--- config.mk ---
export PLATFORM = sky130hd
export DESIGN_NAME = periph_top
export DESIGN_NICKNAME = d
export VERILOG_FILES = /design/src/common/periph_pkg.sv /design/src/hdl/periph_top.sv /design/src/hdl/periph_bus.sv /design/src/timer/timer.sv /design/src/spi/spi.sv /design/src/hdl/prescaler.sv
export SDC_FILE = /design/constraint.sdc
export NUM_CORES = 1
export LEC_CHECK = 0
export BUFFER_PORTS_ARGS = -buffer_cell sky130_fd_sc_hd__clkbuf_2
export CAP_MARGIN = 25
export CORE_MARGIN = 1
export CORE_UTILIZATION = 39
export DETAILED_ROUTE_END_ITERATION = 6
export PLACE_DENSITY = 0.62
export SETUP_SLACK_MARGIN = 0.4
export SYNTH_ARGS = -nofsm -noshare
export SYNTH_HDL_FRONTEND = slang
export SYNTH_SLANG_ARGS = --single-unit
--- constraint.sdc ---
create_clock -name clk -period 3.6 [get_ports clk]
set_input_delay 0.72 -clock clk [delete_from_list [all_inputs] [get_ports clk]]
set_output_delay 0.72 -clock clk [all_outputs]
set_load 0.05 [all_outputs]
--- src/common/periph_pkg.sv ---
package periph_pkg;

	// Bus and register word
	typedef logic [7:0] data_t;

	// Bit 3 picks the block, bits 1:0 the register inside it
	typedef logic [3:0] addr_t;

	typedef logic [2:0] div_sel_t;	// Prescaler rate, tick every 2^div cycles

	localparam int ADDR_BLOCK_BIT = 3;	// 0 spi, 1 timer

	// Register offsets within a block
	localparam logic [1:0] REG_CTRL  = 2'd0;
	localparam logic [1:0] REG_STAT  = 2'd1;
	localparam logic [1:0] REG_DATA  = 2'd2;	// Timer reload value
	localparam logic [1:0] REG_COUNT = 2'd3;	// Timer only, read only

	// Control register bits
	localparam int CTRL_DIV_LSB = 0;
	localparam int CTRL_DIV_MSB = 2;
	localparam int CTRL_CPOL    = 3;
	localparam int CTRL_CPHA    = 4;
	localparam int CTRL_IE      = 5;
	localparam int CTRL_EN      = 7;

	// Status register bits
	localparam int STAT_TXE  = 0;
	localparam int STAT_RXNE = 1;
	localparam int STAT_TIF  = 2;

	// Bits that read back, the rest read as zero
	localparam data_t SPI_CTRL_MASK = 8'b1011_1111;	// EN, IE, CPHA, CPOL, DIV
	localparam data_t SPI_STAT_MASK = 8'b0000_0011;	// RXNE, TXE
	localparam data_t TMR_CTRL_MASK = 8'b1010_0111;	// EN, IE, DIV

	// Prescaler counter stages
	localparam int DIV_N = 8;

	typedef enum logic [1:0] {
		SPI_IDLE,
		SPI_LOAD,
		SPI_SHIFT,
		SPI_DONE
	} spi_state_t;

endpackage
--- src/hdl/periph_top.sv ---
`timescale 1ns/1ps

module periph_top (
	input logic clk,
	input logic n_reset,
	input logic periph_sel,
	input logic bus_we,
	input logic bus_oe,
	input periph_pkg::addr_t periph_addr,
	input periph_pkg::data_t bus_wdata,
	output periph_pkg::data_t bus_rdata,
	output logic irq,
	input logic miso,
	output logic cs,
	output logic mosi,
	output logic sck
);

	import periph_pkg::*;

	logic spi_sel, tmr_sel;
	logic spi_irq, tmr_irq;
	data_t spi_rdata;
	data_t tmr_rdata;

	periph_bus u_bus (
		.periph_sel(periph_sel),
		.bus_we(bus_we),
		.bus_oe(bus_oe),
		.periph_addr(periph_addr),
		.bus_rdata(bus_rdata),
		.spi_sel(spi_sel),
		.tmr_sel(tmr_sel),
		.spi_rdata(spi_rdata),
		.tmr_rdata(tmr_rdata),
		.spi_irq(spi_irq),
		.tmr_irq(tmr_irq),
		.irq(irq)
	);

	// Both blocks see the same address, strobes and write data
	spi u_spi (
		.clk(clk),
		.n_reset(n_reset),
		.sel(spi_sel),
		.we(bus_we),
		.oe(bus_oe),
		.addr(periph_addr),
		.wdata(bus_wdata),
		.rdata(spi_rdata),
		.irq(spi_irq),
		.miso(miso),
		.cs(cs),
		.mosi(mosi),
		.sck(sck)
	);

	timer u_timer (
		.clk(clk),
		.n_reset(n_reset),
		.sel(tmr_sel),
		.we(bus_we),
		.oe(bus_oe),
		.addr(periph_addr),
		.wdata(bus_wdata),
		.rdata(tmr_rdata),
		.irq(tmr_irq)
	);

endmodule

--- src/hdl/periph_bus.sv ---
`timescale 1ns/1ps

module periph_bus (
	input logic periph_sel,
	input logic bus_we,
	input logic bus_oe,
	input periph_pkg::addr_t periph_addr,
	output periph_pkg::data_t bus_rdata,
	output logic spi_sel,
	output logic tmr_sel,
	input periph_pkg::data_t spi_rdata,
	input periph_pkg::data_t tmr_rdata,
	input logic spi_irq,
	input logic tmr_irq,
	output logic irq
);

	import periph_pkg::*;

	logic access;
	logic tmr_block;

	// Selects only for a real read or write cycle
	assign access = periph_sel & (bus_we | bus_oe);
	assign tmr_block = periph_addr[ADDR_BLOCK_BIT];

	assign spi_sel = access & ~tmr_block;
	assign tmr_sel = access & tmr_block;

	always_comb begin
		bus_rdata = '0;	// Idle bus reads zero
		if (bus_oe) begin
			if (spi_sel)
				bus_rdata = spi_rdata;
			else if (tmr_sel)
				bus_rdata = tmr_rdata;
		end
	end

	assign irq = spi_irq | tmr_irq;

endmodule

--- src/timer/timer.sv ---
`timescale 1ns/1ps

module timer (
	input logic clk,
	input logic n_reset,
	input logic sel,
	input logic we,
	input logic oe,
	input periph_pkg::addr_t addr,
	input periph_pkg::data_t wdata,
	output periph_pkg::data_t rdata,
	output logic irq
);

	import periph_pkg::*;

	data_t ctrl;
	data_t reload;
	data_t count;
	data_t stat;
	logic tif;
	div_sel_t div;

	logic wr, rd, reg_hit;
	logic ctrl_wr, stat_wr, data_wr;
	logic en, tick, expire;

	assign wr = sel & we;
	assign rd = sel & oe;
	assign reg_hit = ~addr[2];
	assign ctrl_wr = wr & reg_hit & (addr[1:0] == REG_CTRL);
	assign stat_wr = wr & reg_hit & (addr[1:0] == REG_STAT);
	assign data_wr = wr & reg_hit & (addr[1:0] == REG_DATA);

	assign en = ctrl[CTRL_EN];
	assign div = ctrl[CTRL_DIV_MSB : CTRL_DIV_LSB];

	prescaler u_prescaler (
		.clk(clk),
		.n_reset(n_reset),
		.div(div),
		.tick(tick)
	);

	// A tick at zero reloads, so one period is reload + 1 ticks
	assign expire = en & tick & (count == '0);

	always_ff @(posedge clk, negedge n_reset)
		if (~n_reset)
			ctrl <= '0;
		else if (ctrl_wr)
			ctrl <= wdata;

	always_ff @(posedge clk, negedge n_reset)
		if (~n_reset)
			reload <= '0;
		else if (data_wr)
			reload <= wdata;

	always_ff @(posedge clk, negedge n_reset)
		if (~n_reset)
			count <= '0;
		else if (data_wr)
			count <= wdata;	// New reload value starts a fresh period
		else if (expire)
			count <= reload;
		else if (en && tick)
			count <= count - 1'b1;

	// Expiry wins over a clear in the same cycle
	always_ff @(posedge clk, negedge n_reset)
		if (~n_reset)
			tif <= 1'b0;
		else if (expire)
			tif <= 1'b1;
		else if (stat_wr && wdata[STAT_TIF])
			tif <= 1'b0;

	always_comb begin
		stat = '0;
		stat[STAT_TIF] = tif;
		rdata = '0;
		if (rd && reg_hit) begin
			case (addr[1:0])
				REG_CTRL:  rdata = ctrl & TMR_CTRL_MASK;
				REG_STAT:  rdata = stat;
				REG_DATA:  rdata = reload;
				REG_COUNT: rdata = count;
				default:   rdata = '0;
			endcase
		end
	end

	assign irq = ctrl[CTRL_IE] & tif;

endmodule

--- src/spi/spi.sv ---
`timescale 1ns/1ps

module spi (
	input logic clk,
	input logic n_reset,
	input logic sel,
	input logic we,
	input logic oe,
	input periph_pkg::addr_t addr,
	input periph_pkg::data_t wdata,
	output periph_pkg::data_t rdata,
	output logic irq,
	input logic miso,
	output logic cs,
	output logic mosi,
	output logic sck
);

	import periph_pkg::*;

	data_t ctrl;
	data_t tx_data;
	data_t rx_data;
	data_t rx_next;
	data_t shreg;
	data_t stat;
	logic txe;
	logic rxne;
	logic miso_bit;
	logic [3:0] half_cnt;	// SCK edges done in this transfer
	spi_state_t state;
	div_sel_t div;

	logic wr, rd, reg_hit;
	logic ctrl_wr, data_wr, data_rd;
	logic en, en_next, cpol, cpha;
	logic start, tick, leading, last_half;
	logic sample_now, shift_now;

	assign wr = sel & we;
	assign rd = sel & oe;
	assign reg_hit = ~addr[2];	// Offsets 4 to 7 are unused
	assign ctrl_wr = wr & reg_hit & (addr[1:0] == REG_CTRL);
	assign data_wr = wr & reg_hit & (addr[1:0] == REG_DATA);
	assign data_rd = rd & reg_hit & (addr[1:0] == REG_DATA);

	assign en = ctrl[CTRL_EN];
	assign en_next = ctrl_wr ? wdata[CTRL_EN] : en;	// Disable acts at the write edge
	assign cpol = ctrl[CTRL_CPOL];
	assign cpha = ctrl[CTRL_CPHA];
	assign div = ctrl[CTRL_DIV_MSB : CTRL_DIV_LSB];

	// Writes while busy or disabled are dropped
	assign start = data_wr & en & (state == SPI_IDLE);

	prescaler u_prescaler (
		.clk(clk),
		.n_reset(n_reset),
		.div(div),
		.tick(tick)
	);

	// Even edge count means the next edge leaves the idle level
	assign leading = ~half_cnt[0];
	assign last_half = half_cnt == 4'd15;

	// cpha 0 samples on leading edges and shifts on trailing ones
	// cpha 1 shifts on leading edges after the first and samples on trailing ones
	assign sample_now = (state == SPI_SHIFT) & tick & (leading ^ cpha);
	assign shift_now = cpha ? (leading & (half_cnt != 4'd0)) : ~leading;

	// With cpha 1 the last sampled bit is still outside the shift register
	assign rx_next = cpha ? {shreg[6:0], miso_bit} : shreg;

	always_ff @(posedge clk, negedge n_reset)
		if (~n_reset)
			ctrl <= '0;
		else if (ctrl_wr)
			ctrl <= wdata;

	always_ff @(posedge clk)
		if (start)
			tx_data <= wdata;

	always_ff @(posedge clk)
		if (sample_now)
			miso_bit <= miso;

	always_ff @(posedge clk, negedge n_reset)
		if (~n_reset) begin
			state <= SPI_IDLE;
			half_cnt <= '0;
			shreg <= '0;
		end else if (~en_next) begin
			state <= SPI_IDLE;
			half_cnt <= '0;
		end else begin
			case (state)
				SPI_IDLE:
					if (start)
						state <= SPI_LOAD;
				SPI_LOAD: begin
					shreg <= tx_data;	// MSB on mosi before the first edge
					half_cnt <= '0;
					state <= SPI_SHIFT;
				end
				SPI_SHIFT:
					if (tick) begin
						half_cnt <= half_cnt + 4'd1;	// Wraps to 0 after 16 edges
						if (shift_now)
							shreg <= {shreg[6:0], miso_bit};
						if (last_half)
							state <= SPI_DONE;
					end
				SPI_DONE:
					state <= SPI_IDLE;
				default:
					state <= SPI_IDLE;
			endcase
		end

	always_ff @(posedge clk, negedge n_reset)
		if (~n_reset)
			rx_data <= '0;
		else if (state == SPI_DONE)
			rx_data <= rx_next;	// Overwrites an unread byte

	always_ff @(posedge clk, negedge n_reset)
		if (~n_reset) begin
			txe <= 1'b1;
			rxne <= 1'b0;
		end else if (~en_next) begin
			txe <= 1'b1;
			rxne <= 1'b0;
		end else if (state == SPI_DONE) begin
			txe <= 1'b1;	// Both flags rise in the same cycle
			rxne <= 1'b1;
		end else begin
			if (start)
				txe <= 1'b0;
			if (data_rd)
				rxne <= 1'b0;
		end

	always_comb begin
		stat = '0;
		stat[STAT_TXE] = txe;
		stat[STAT_RXNE] = rxne;
		rdata = '0;
		if (rd && reg_hit) begin
			case (addr[1:0])
				REG_CTRL: rdata = ctrl & SPI_CTRL_MASK;
				REG_STAT: rdata = stat & SPI_STAT_MASK;
				REG_DATA: rdata = rx_data;
				default:  rdata = '0;
			endcase
		end
	end

	assign irq = ctrl[CTRL_IE] & rxne;
	assign cs = en;
	assign mosi = shreg[7];
	assign sck = cpol ^ half_cnt[0];	// Back at cpol once the transfer ends

endmodule

--- src/hdl/prescaler.sv ---
`timescale 1ns/1ps

module prescaler (
	input logic clk,
	input logic n_reset,
	input periph_pkg::div_sel_t div,
	output logic tick
);

	import periph_pkg::*;

	logic [DIV_N - 1 : 0] cnt;
	logic [DIV_N - 1 : 0] mask;

	// Low div bits of the counter, all ones just before they wrap
	assign mask = ({{(DIV_N - 1){1'b0}}, 1'b1} << div) - 1'b1;
	assign tick = (cnt & mask) == mask;	// div 0 gives a tick every cycle

	always_ff @(posedge clk, negedge n_reset)
		if (~n_reset)
			cnt <= '0;
		else
			cnt <= cnt + 1'b1;

endmodule

==> flow_results.org, run 1 <==
** Run status
- The flow ran to the end, and the final reports show no timing, DRC or antenna violations.

** Critical path
- In this run the critical register-to-register path is launched from u_spi.ctrl[2].
- The worst setup path is of the primary input to output pin kind.
- Setup crit end kind :: output pin
- Data on the critical path arrives at its endpoint at roughly 2.3 ns.
- Endpoint of the worst register-to-register path :: u_spi.half_cnt[1]
- Required time reported for the critical path endpoint :: 2.88 ns
- Worst R2R Setup Slack :: 0.78 ns
- The worst setup path is launched from a primary input.
- Worst Path Max Fanout :: 17
- Worst Reg-to-Reg Cells :: 8

** STA
- At the pin with the least slew margin, the transition time is 0.835 ns.
- In this run the tightest slew margin relative to its limit is 0.443.
- Setup TNS :: 0 ns
- Finish-stage setup viols :: 0
- The count of final max-slew check failures was 0.
- Min Clock Period, post-route :: 2.99 ns
- Setup repair after global routing missed its margin :: false
- Dividing the final minimum period by the clock period gives 0.831.
- Highest clock frequency the design can meet :: 334 MHz
- Final-report hold violation count :: 0
- On the final layout, the worst clock skew is 0.00820 ns.

** Cells and area
- Number of non-filler instances in the completed layout :: 621
- Area delta synth->final :: 12.4%
- In the final layout, the share of cells above drive strength 1 is 0.175.
- In the final design database the tool counted just over 500 nets.
- 0 antenna diodes ended up in the layout.

** Synthesis
- Adder and majority cell fraction of the synthesized area :: 0.0288
- Number of distinct library cell variants in the gate-level netlist after synthesis :: 61
- The share of synthesized area in the top cell type comes to 0.380.
- Post-synthesis async set-or-reset flop share :: 0.882
- Top cells by instance count after synthesis :: 66 x sky130_fd_sc_hd__dfrtp_1, 59 x sky130_fd_sc_hd__nand2_1, 34 x sky130_fd_sc_hd__nor2_1
- Fraction of the yosys area taken by sequential cells :: 0.448
- The synthesized design contains 9 enable-type register cells.
- By instance count, the leading cell after synthesis is sky130_fd_sc_hd__dfrtp_1.
- Of all cell types, the one taking the most synthesized area is sky130_fd_sc_hd__dfrtp_1.
- The synthesized design contains 76 register bits.
- Syn nets :: 477
- By area the synthesized netlist is led by sky130_fd_sc_hd__dfrtp_1 38%, sky130_fd_sc_hd__edfxtp_1 6.2%, sky130_fd_sc_hd__mux2i_1 5.3%.
- After synthesis, the share of cell area in mux cells is 0.102.
- Average instance area after synthesis :: between 9 and 10 um^2
- Simple-gate share of the synthesized area :: 0.209
- In this run the cell area of the synthesized design comes to 4350 um^2.
- Combinational family with the most area after synthesis :: simple AND/OR/NAND/NOR gates
- Xor/xnor share of the synthesized area :: 0.0342
- Total of warnings raised by yosys :: 0
- Main flop type after synthesis :: sky130_fd_sc_hd__dfrtp_1
- Complex-gate fraction of the synthesized area :: 0.142
- Synthesis handed over a netlist of 449 instances.

** Routing
- Vias per cell :: 5.53
- After detailed routing, the average wire length per cell comes to 16.8 um.
- For this block, the initial DRC count from the detailed router was 215.
- Number of vias in the routed layout :: between 3,000 and 4,000
- Wires add up to 10,400 um.
- In the routed design, unresolved DRC markers number 0.
- Iteration count of the initial detailed-routing pass :: 5
- In this run the remaining antenna-violating nets after routing total 0.

** GRT
- Global-route wire length before repair :: 17,600 um
- The via count of the first global-routing pass came to around 3,400.
- Entering global routing, the biggest net connects 35 pins.
- The initial antenna violation count was 0.
- Summed over all layers, the global routing overflow is 0.
- Across every metal layer, demand over resource in global routing totals 0.198.

** CTS
- Clock latency on the worst-skew pair :: 0.36 ns
- After clock tree synthesis, the flow added hold-fix buffers numbering 0.
- Post-cts gate resize count :: 0
- Number of CTS-inserted buffers :: 9
- In this run the number of H-tree levels came out at 3.
- Setup bufs post-CTS :: 0
- TritonCTS Sinks :: 76
- The clock passes through at most 2 buffers.
- Reg clk slew, reported paths :: 0.09 ns
- TritonCTS built the clock tree.
- CTS Root Buffer Type :: sky130_fd_sc_hd__clkbuf_8

** Floorplanning
- The die covers 11,600 um^2.
- In this run the standard cell core region covers 10,800 um^2.
- Number of standard-cell rows in the floorplan :: 38
- Ports :: 30
- Measured along the y axis, the die boundary spans 108 um.
- The die is 108 um wide.
- The initial utilization of the core area, before any placement, comes to 0.401.

** Power and ir drop
- The worst-case IR drop observed on VDD is 316 uV.
- The analysis attributes to cell leakage a power of around 2.0 nW.
- For this design the ratio of total power to cell area is about 490 nW/um^2.

** Hold path
- Kind of path behind the tightest hold check :: primary input to async pin

** Place
- The congestion estimate from routability-driven global placement came to 0.848.
- Input and output buffers added on the ports amount to 29.
- Placed cell count :: 605
- The wire-length estimate of the detail-placed layout is 7410 um.

** Run
- Max-cap violations in this run came to 0.
-- registers in the layout, indices dropped and copies added (netlist names), 5 cells and up --
| signal | cells |
|---|---|
| u_timer.ctrl | 5 |
| u_spi.rx_data | 8 |
| u_spi.tx_data | 8 |
| u_timer.count | 8 |
| u_spi.ctrl | 7 |
| u_spi.u_prescaler.cnt | 7 |
| u_timer.reload | 8 |
| u_timer.u_prescaler.cnt | 7 |
| u_spi.shreg | 8 |
-- cells by family after synthesis --
logic type      count (synthesis)
simple gates                  182
flops                          76
fa+ha+maj                      10
mux                            41
buf+inv                        35
compound gates                 88
xor+xnor                       17
-- worst max-delay path by stage --
stage	startpoint	to	slack (ns)	cells after the start
CTS	periph_addr[0]	bus_rdata[1]	0.63	5
floorplan	periph_addr[0]	bus_rdata[0]	0.38	5
finish	periph_addr[0]	bus_rdata[1]	0.61	5
detailed placement	periph_addr[0]	bus_rdata[1]	0.63	5
global placement	periph_addr[0]	bus_rdata[0]	0.63	5
global route	periph_addr[0]	bus_rdata[2]	0.47	8
-- power breakdown --
part           switching, W  total (W)  internal, W
clock              0.000336   0.000794     0.000458
sequential         0.000112    0.00106     0.000950
combinational      0.000319   0.000549     0.000231
total              0.000767    0.00241      0.00164
-- area by class of cell --
type,instances,area (um^2)
multi-input combinational,338,2270
tap,140,175
clock buffer,9,124
timing repair buffer,37,205
fill,1062,5950
clock inverter,7,115
inverter,14,52.6
sequential,76,1950
-- critical path, cell delays in order --
cell and delay (ns):
sky130_fd_sc_hd__clkbuf_2 0.39, sky130_fd_sc_hd__mux2_2 0.40, sky130_fd_sc_hd__a221oi_1 0.40, sky130_fd_sc_hd__a2111oi_4 0.10, sky130_fd_sc_hd__clkbuf_2 0.26
-- placed cells by master (no fill, tap or decap), types with 3 or more instances in the layout --
master,instances
sky130_fd_sc_hd__a21oi_1,18
sky130_fd_sc_hd__a22oi_1,7
sky130_fd_sc_hd__a31oi_1,11
sky130_fd_sc_hd__and2_1,13
sky130_fd_sc_hd__and3_1,3
sky130_fd_sc_hd__buf_4,8
sky130_fd_sc_hd__bufinv_16,3
sky130_fd_sc_hd__clkbuf_2,28
sky130_fd_sc_hd__clkbuf_8,9
sky130_fd_sc_hd__dfrtp_1,66
sky130_fd_sc_hd__edfxtp_1,9
sky130_fd_sc_hd__ha_1,10
sky130_fd_sc_hd__inv_1,13
sky130_fd_sc_hd__mux2_2,17
sky130_fd_sc_hd__mux2i_1,23
sky130_fd_sc_hd__nand2_1,59
sky130_fd_sc_hd__nand2b_1,4
sky130_fd_sc_hd__nand3_1,19
sky130_fd_sc_hd__nand4_1,13
sky130_fd_sc_hd__nor2_1,34
sky130_fd_sc_hd__nor2b_1,15
sky130_fd_sc_hd__nor3_1,5
sky130_fd_sc_hd__o211ai_1,7
sky130_fd_sc_hd__o21ai_0,13
sky130_fd_sc_hd__o22ai_1,4
sky130_fd_sc_hd__o31ai_1,3
sky130_fd_sc_hd__or3_1,3
sky130_fd_sc_hd__xnor2_1,9
sky130_fd_sc_hd__xor2_1,8
-- layer usage --
metal  wire length [um]  track usage
met1               4930        0.273
met2               4860        0.310
met3                484       0.0448
met4                171       0.0568
met5                  0            0
-- through the flow --
step	instance area [um^2]	power, W	util	setup WS, ns	hold WS, ns
finish	4890	0.00241	0.451	0.608	0.402
global route	4890	0.00252	0.451	0.472	0.472
CTS	4890	0.00243	0.451	0.626	0.432
detailed placement	4650	0.00163	0.429	0.629	0.459
global placement	4650	0.00161	0.429	0.631	0.455
floorplan	4380	0.00147	-	0.384	0.424
Note: power is estimated with default switching activity, not from simulation.
==> inputs of run 2 (changes only) <==
- PLACE_DENSITY: 0.62 -> 0.64
- clock period: 3.6 -> 2.52 ns (I/O delays scaled with it)
==> run 2 against run 1 <==
First-iteration DRC count decreased by 12%. Sequential power increased by 42%. Non-clock buffer count increased by 27. Register-to-register slack got worse by 0.45 ns. Via count increased by 6.2%. Wire length increased by 9.6%. Cell area increased by 15%. Clock skew about the same. Die area unchanged. Hold slack got worse by 0.36 ns. Largest power group unchanged.
==> flow_results.org, run 2 (synthesis results as in run 1) <==
** STA
- Min Clock Period, post-route :: between 2 and 2.5 ns
- The final setup violation count came to 0 (unchanged).
- The count of final max-slew check failures came to 0 (unchanged).
- Max transition margin :: 0.593 (+0.150)
- Crit share post-route :: 0.873
- The slew of the pin with the lowest slew margin came to 0.610 ns (-0.226 ns).
- Setup repair after global routing missed its margin :: true
- The worst clock skew is 0.00835 ns (+0.000153 ns).
- The sum of negative setup slack came to 0 ns (unchanged).
- Hold Slack :: 0.0444 ns (-0.358 ns)
- The final-report hold violation count came to 0 (unchanged).
- Static timing analysis puts the maximum clock frequency at around 450 MHz.

** CTS
- Number of CTS-inserted buffers :: 9 (unchanged)
- Max Buffers Root-to-Sink :: 2 (unchanged)
- The number of hold buffers added after CTS came to 0 (unchanged).
- TritonCTS Sinks :: 76 (unchanged)
- CTS Root Buffer Type :: sky130_fd_sc_hd__clkbuf_8
- The clock edge transition at the registers on the reported setup and hold paths is 0.08 ns (about the same).
- TritonCTS built the clock tree.
- CTS H-Tree Depth :: 3 (unchanged)
- The clock latency reported for the late side of the worst-skew pair is 0.35 ns (about the same).

** Floorplanning
- Core Area :: 10,800 um^2 (unchanged)
- Die outline height :: 108 um (unchanged)
- Number of standard-cell rows in the floorplan :: 38 (unchanged)
- Full die area :: 11,600 um^2 (unchanged)
- Die width :: 108 um (unchanged)
- The number of top-level pins came to 30 (unchanged).
- Effective utilization at floorplan :: 0.401 (unchanged)

** Cells and area
- The total number of nets in the final design is 532 (+5.6%).
- Leaving out fill and tap cells, the most frequent cell in the layout is sky130_fd_sc_hd__dfrtp_1.
- The share of the core filled with cells in the final layout is 0.517 (+0.0661).
- The multi-input combinational cell area came to 2600 um^2 (+14%).
- Final instance area :: 5610 um^2 (+15%)
- The fraction of final layout cells sized beyond drive strength 1 came to 0.303 (+0.128).
- Top library cells by usage in the layout, fill and taps aside :: 65 x sky130_fd_sc_hd__dfrtp_1, 57 x sky130_fd_sc_hd__nand2_1, 31 x sky130_fd_sc_hd__nor2_1, 26 x sky130_fd_sc_hd__buf_4, 23 x sky130_fd_sc_hd__mux2i_1
- Area delta synth->final :: 28.9%
- The final non-filler cell total came to 649 (+4.5%).
- N_diodes :: 0 (unchanged)
- Filler cells :: 975 (-8.2%)
- Total area of sequential cells :: 1950 um^2 (about the same)

** Power and ir drop
- The total power divided by cell area came to 674 nW/um^2 (+37%).
- Sw Ratio :: 0.328 (+0.00882)
- The internal power is 0.00254 W (+55%).
- The switching power summed over all nets came to 0.00124 W (+62%).
- Part of the total power dissipated in combinational logic :: 0.298 (+0.070)
- The maximum VDD drop was 519 uV (+64%).
- The static leakage came to 2.27 nW (+12%).
- The clock network power share is 0.303 (-0.027).
- Share of total power in sequential cells :: 0.399 (-0.043)

** Critical path
- The worst setup path is launched from a register.
- Worst endpoint data arrival time :: 1.70 ns (-0.57 ns)
- Worst Path Max Fanout :: 2 (-15)
- Crit Path Category :: register to output pin
- Setup crit end kind :: output pin
- Required time reported for the critical path endpoint :: 2.02 ns (-0.86 ns)

** Hold path
- The worst hold path belongs to the class primary input to async pin.

** Routing
- The length of the first detailed-routing pass in iterations came to 4 (-1).
- The total wirelength of the detailed-routed design was 11,400 um (+9.6%).
- The total number of vias was 3,647 (+6.2%).
- The via-per-instance ratio was 5.62 (+1.6%).
- The number of DRC violations after detailed routing came to 0 (unchanged).
- Detail-routed net length per standard cell :: 17.6 um (+4.9%)
- The number of violations reported at the end of detailed-routing iteration 0 was 190 (-12%).
- Remaining antenna violation count after routing :: 0 (unchanged)

** GRT
- Global-route wire length before repair :: 18,800 um (+6.9%)
- Maximum number of pins on one net before global-route repair :: 57 (+63%)
- Antenna violations before repair :: 0 (unchanged)
- Overall global routing resource usage :: 0.211 (+0.0130)
- Number of global-route vias before repair :: 3,713 (+9.4%)
- GR Overflow Total :: 0 (unchanged)

** Place
- Half-perimeter wire length of the detailed placement result :: 7800 um (+5.3%)
- The placed instance count is 618 (+2.1%).
- The cell area after placement came to 5010 um^2 (+7.7%).
- The final estimated routing congestion in global placement was 0.908 (+7.0%).
- The quantity of I/O buffers inserted on ports came to 29 (unchanged).

** Run
- Number of max-cap violations :: 0 (unchanged)

** Run status
- The run finished with clean final reports.
run 2: changes by cell type in the layout (fill, tap and decap cells not counted), sizes merged:
cell    previous run  this run
buf                9        44
clkbuf            37        30
inv               13        12
and2              13        14
run 2: path summary, 6_finish.rpt:
kind / from / end / slack, ns / cells past startpoint
max: u_spi.txe / bus_rdata[0] / 0.32 / 5
min: n_reset / u_spi.half_cnt[2] / 0.04 / 1
max reg2reg: u_spi.ctrl[1] / u_spi.half_cnt[1] / 0.33 / 8
min reg2reg: u_timer.u_prescaler.cnt[6] / u_timer.u_prescaler.cnt[6] / 0.46 / 1
max in group asynchronous: n_reset / u_spi.txe / 1.82 / 2
min in group clk: miso / u_spi.miso_bit / 0.33 / 1
run 2: power by group through the flow:
stage	sequential, W	combinational (W)	clock, W
CTS	0.00149	0.00104	0.00116
global route	0.00152	0.00122	0.00121
finish	0.00151	0.00113	0.00115
floorplan	0.00149	0.000697	0
global placement	0.00153	0.000877	0
detailed placement	0.00153	0.000903	0
run 2: critical path, stage by stage, from the launching register on:
cell	delay [ns]
sky130_fd_sc_hd__dfstp_2	0.55
sky130_fd_sc_hd__mux2i_1	0.09
sky130_fd_sc_hd__nor2_1	0.12
sky130_fd_sc_hd__a21oi_2	0.06
sky130_fd_sc_hd__a2111oi_4	0.30
sky130_fd_sc_hd__clkbuf_8	0.24
run 2: per-stage QoR:
| stage | setup slack (ns) | power [W] |
|---|---|---|
| 3_3_place_gp | 0.167 | 0.00241 |
| 2_1_floorplan | 0.219 | 0.00219 |
| 4_1_cts | 0.325 | 0.00369 |
| 6_report | 0.321 | 0.00378 |
| 3_5_place_dp | 0.124 | 0.00244 |
| 5_1_grt | 0.254 | 0.00395 |
run 2: cell type report:
class	instances	share of cell area
clock inverters	6	0.0201
repair buffers	64	0.105
multi-input cells	339	0.463
flip-flops and latches	76	0.348
well taps	140	0.0312
clock buffers	10	0.0228
inverters	14	0.0100
run 2: routing by layer:
metal	up-vias	GRT usage	wire, um
met3	23	0.0400	495
met5	-	0	0
met4	0	0.0783	245
met1	1798	0.284	5180
li1	1726	-	-
met2	100	0.336	5530
run 2: what timing repair did:
| action | CTS | global route |
|---|---|---|
| pin swaps | 6 | 21 |
| setup endpoints to repair | 22 | 28 |
| gates resized for setup | 23 | 35 |
| gates cloned | 1 | 0 |
| setup buffers | 12 | 2 |
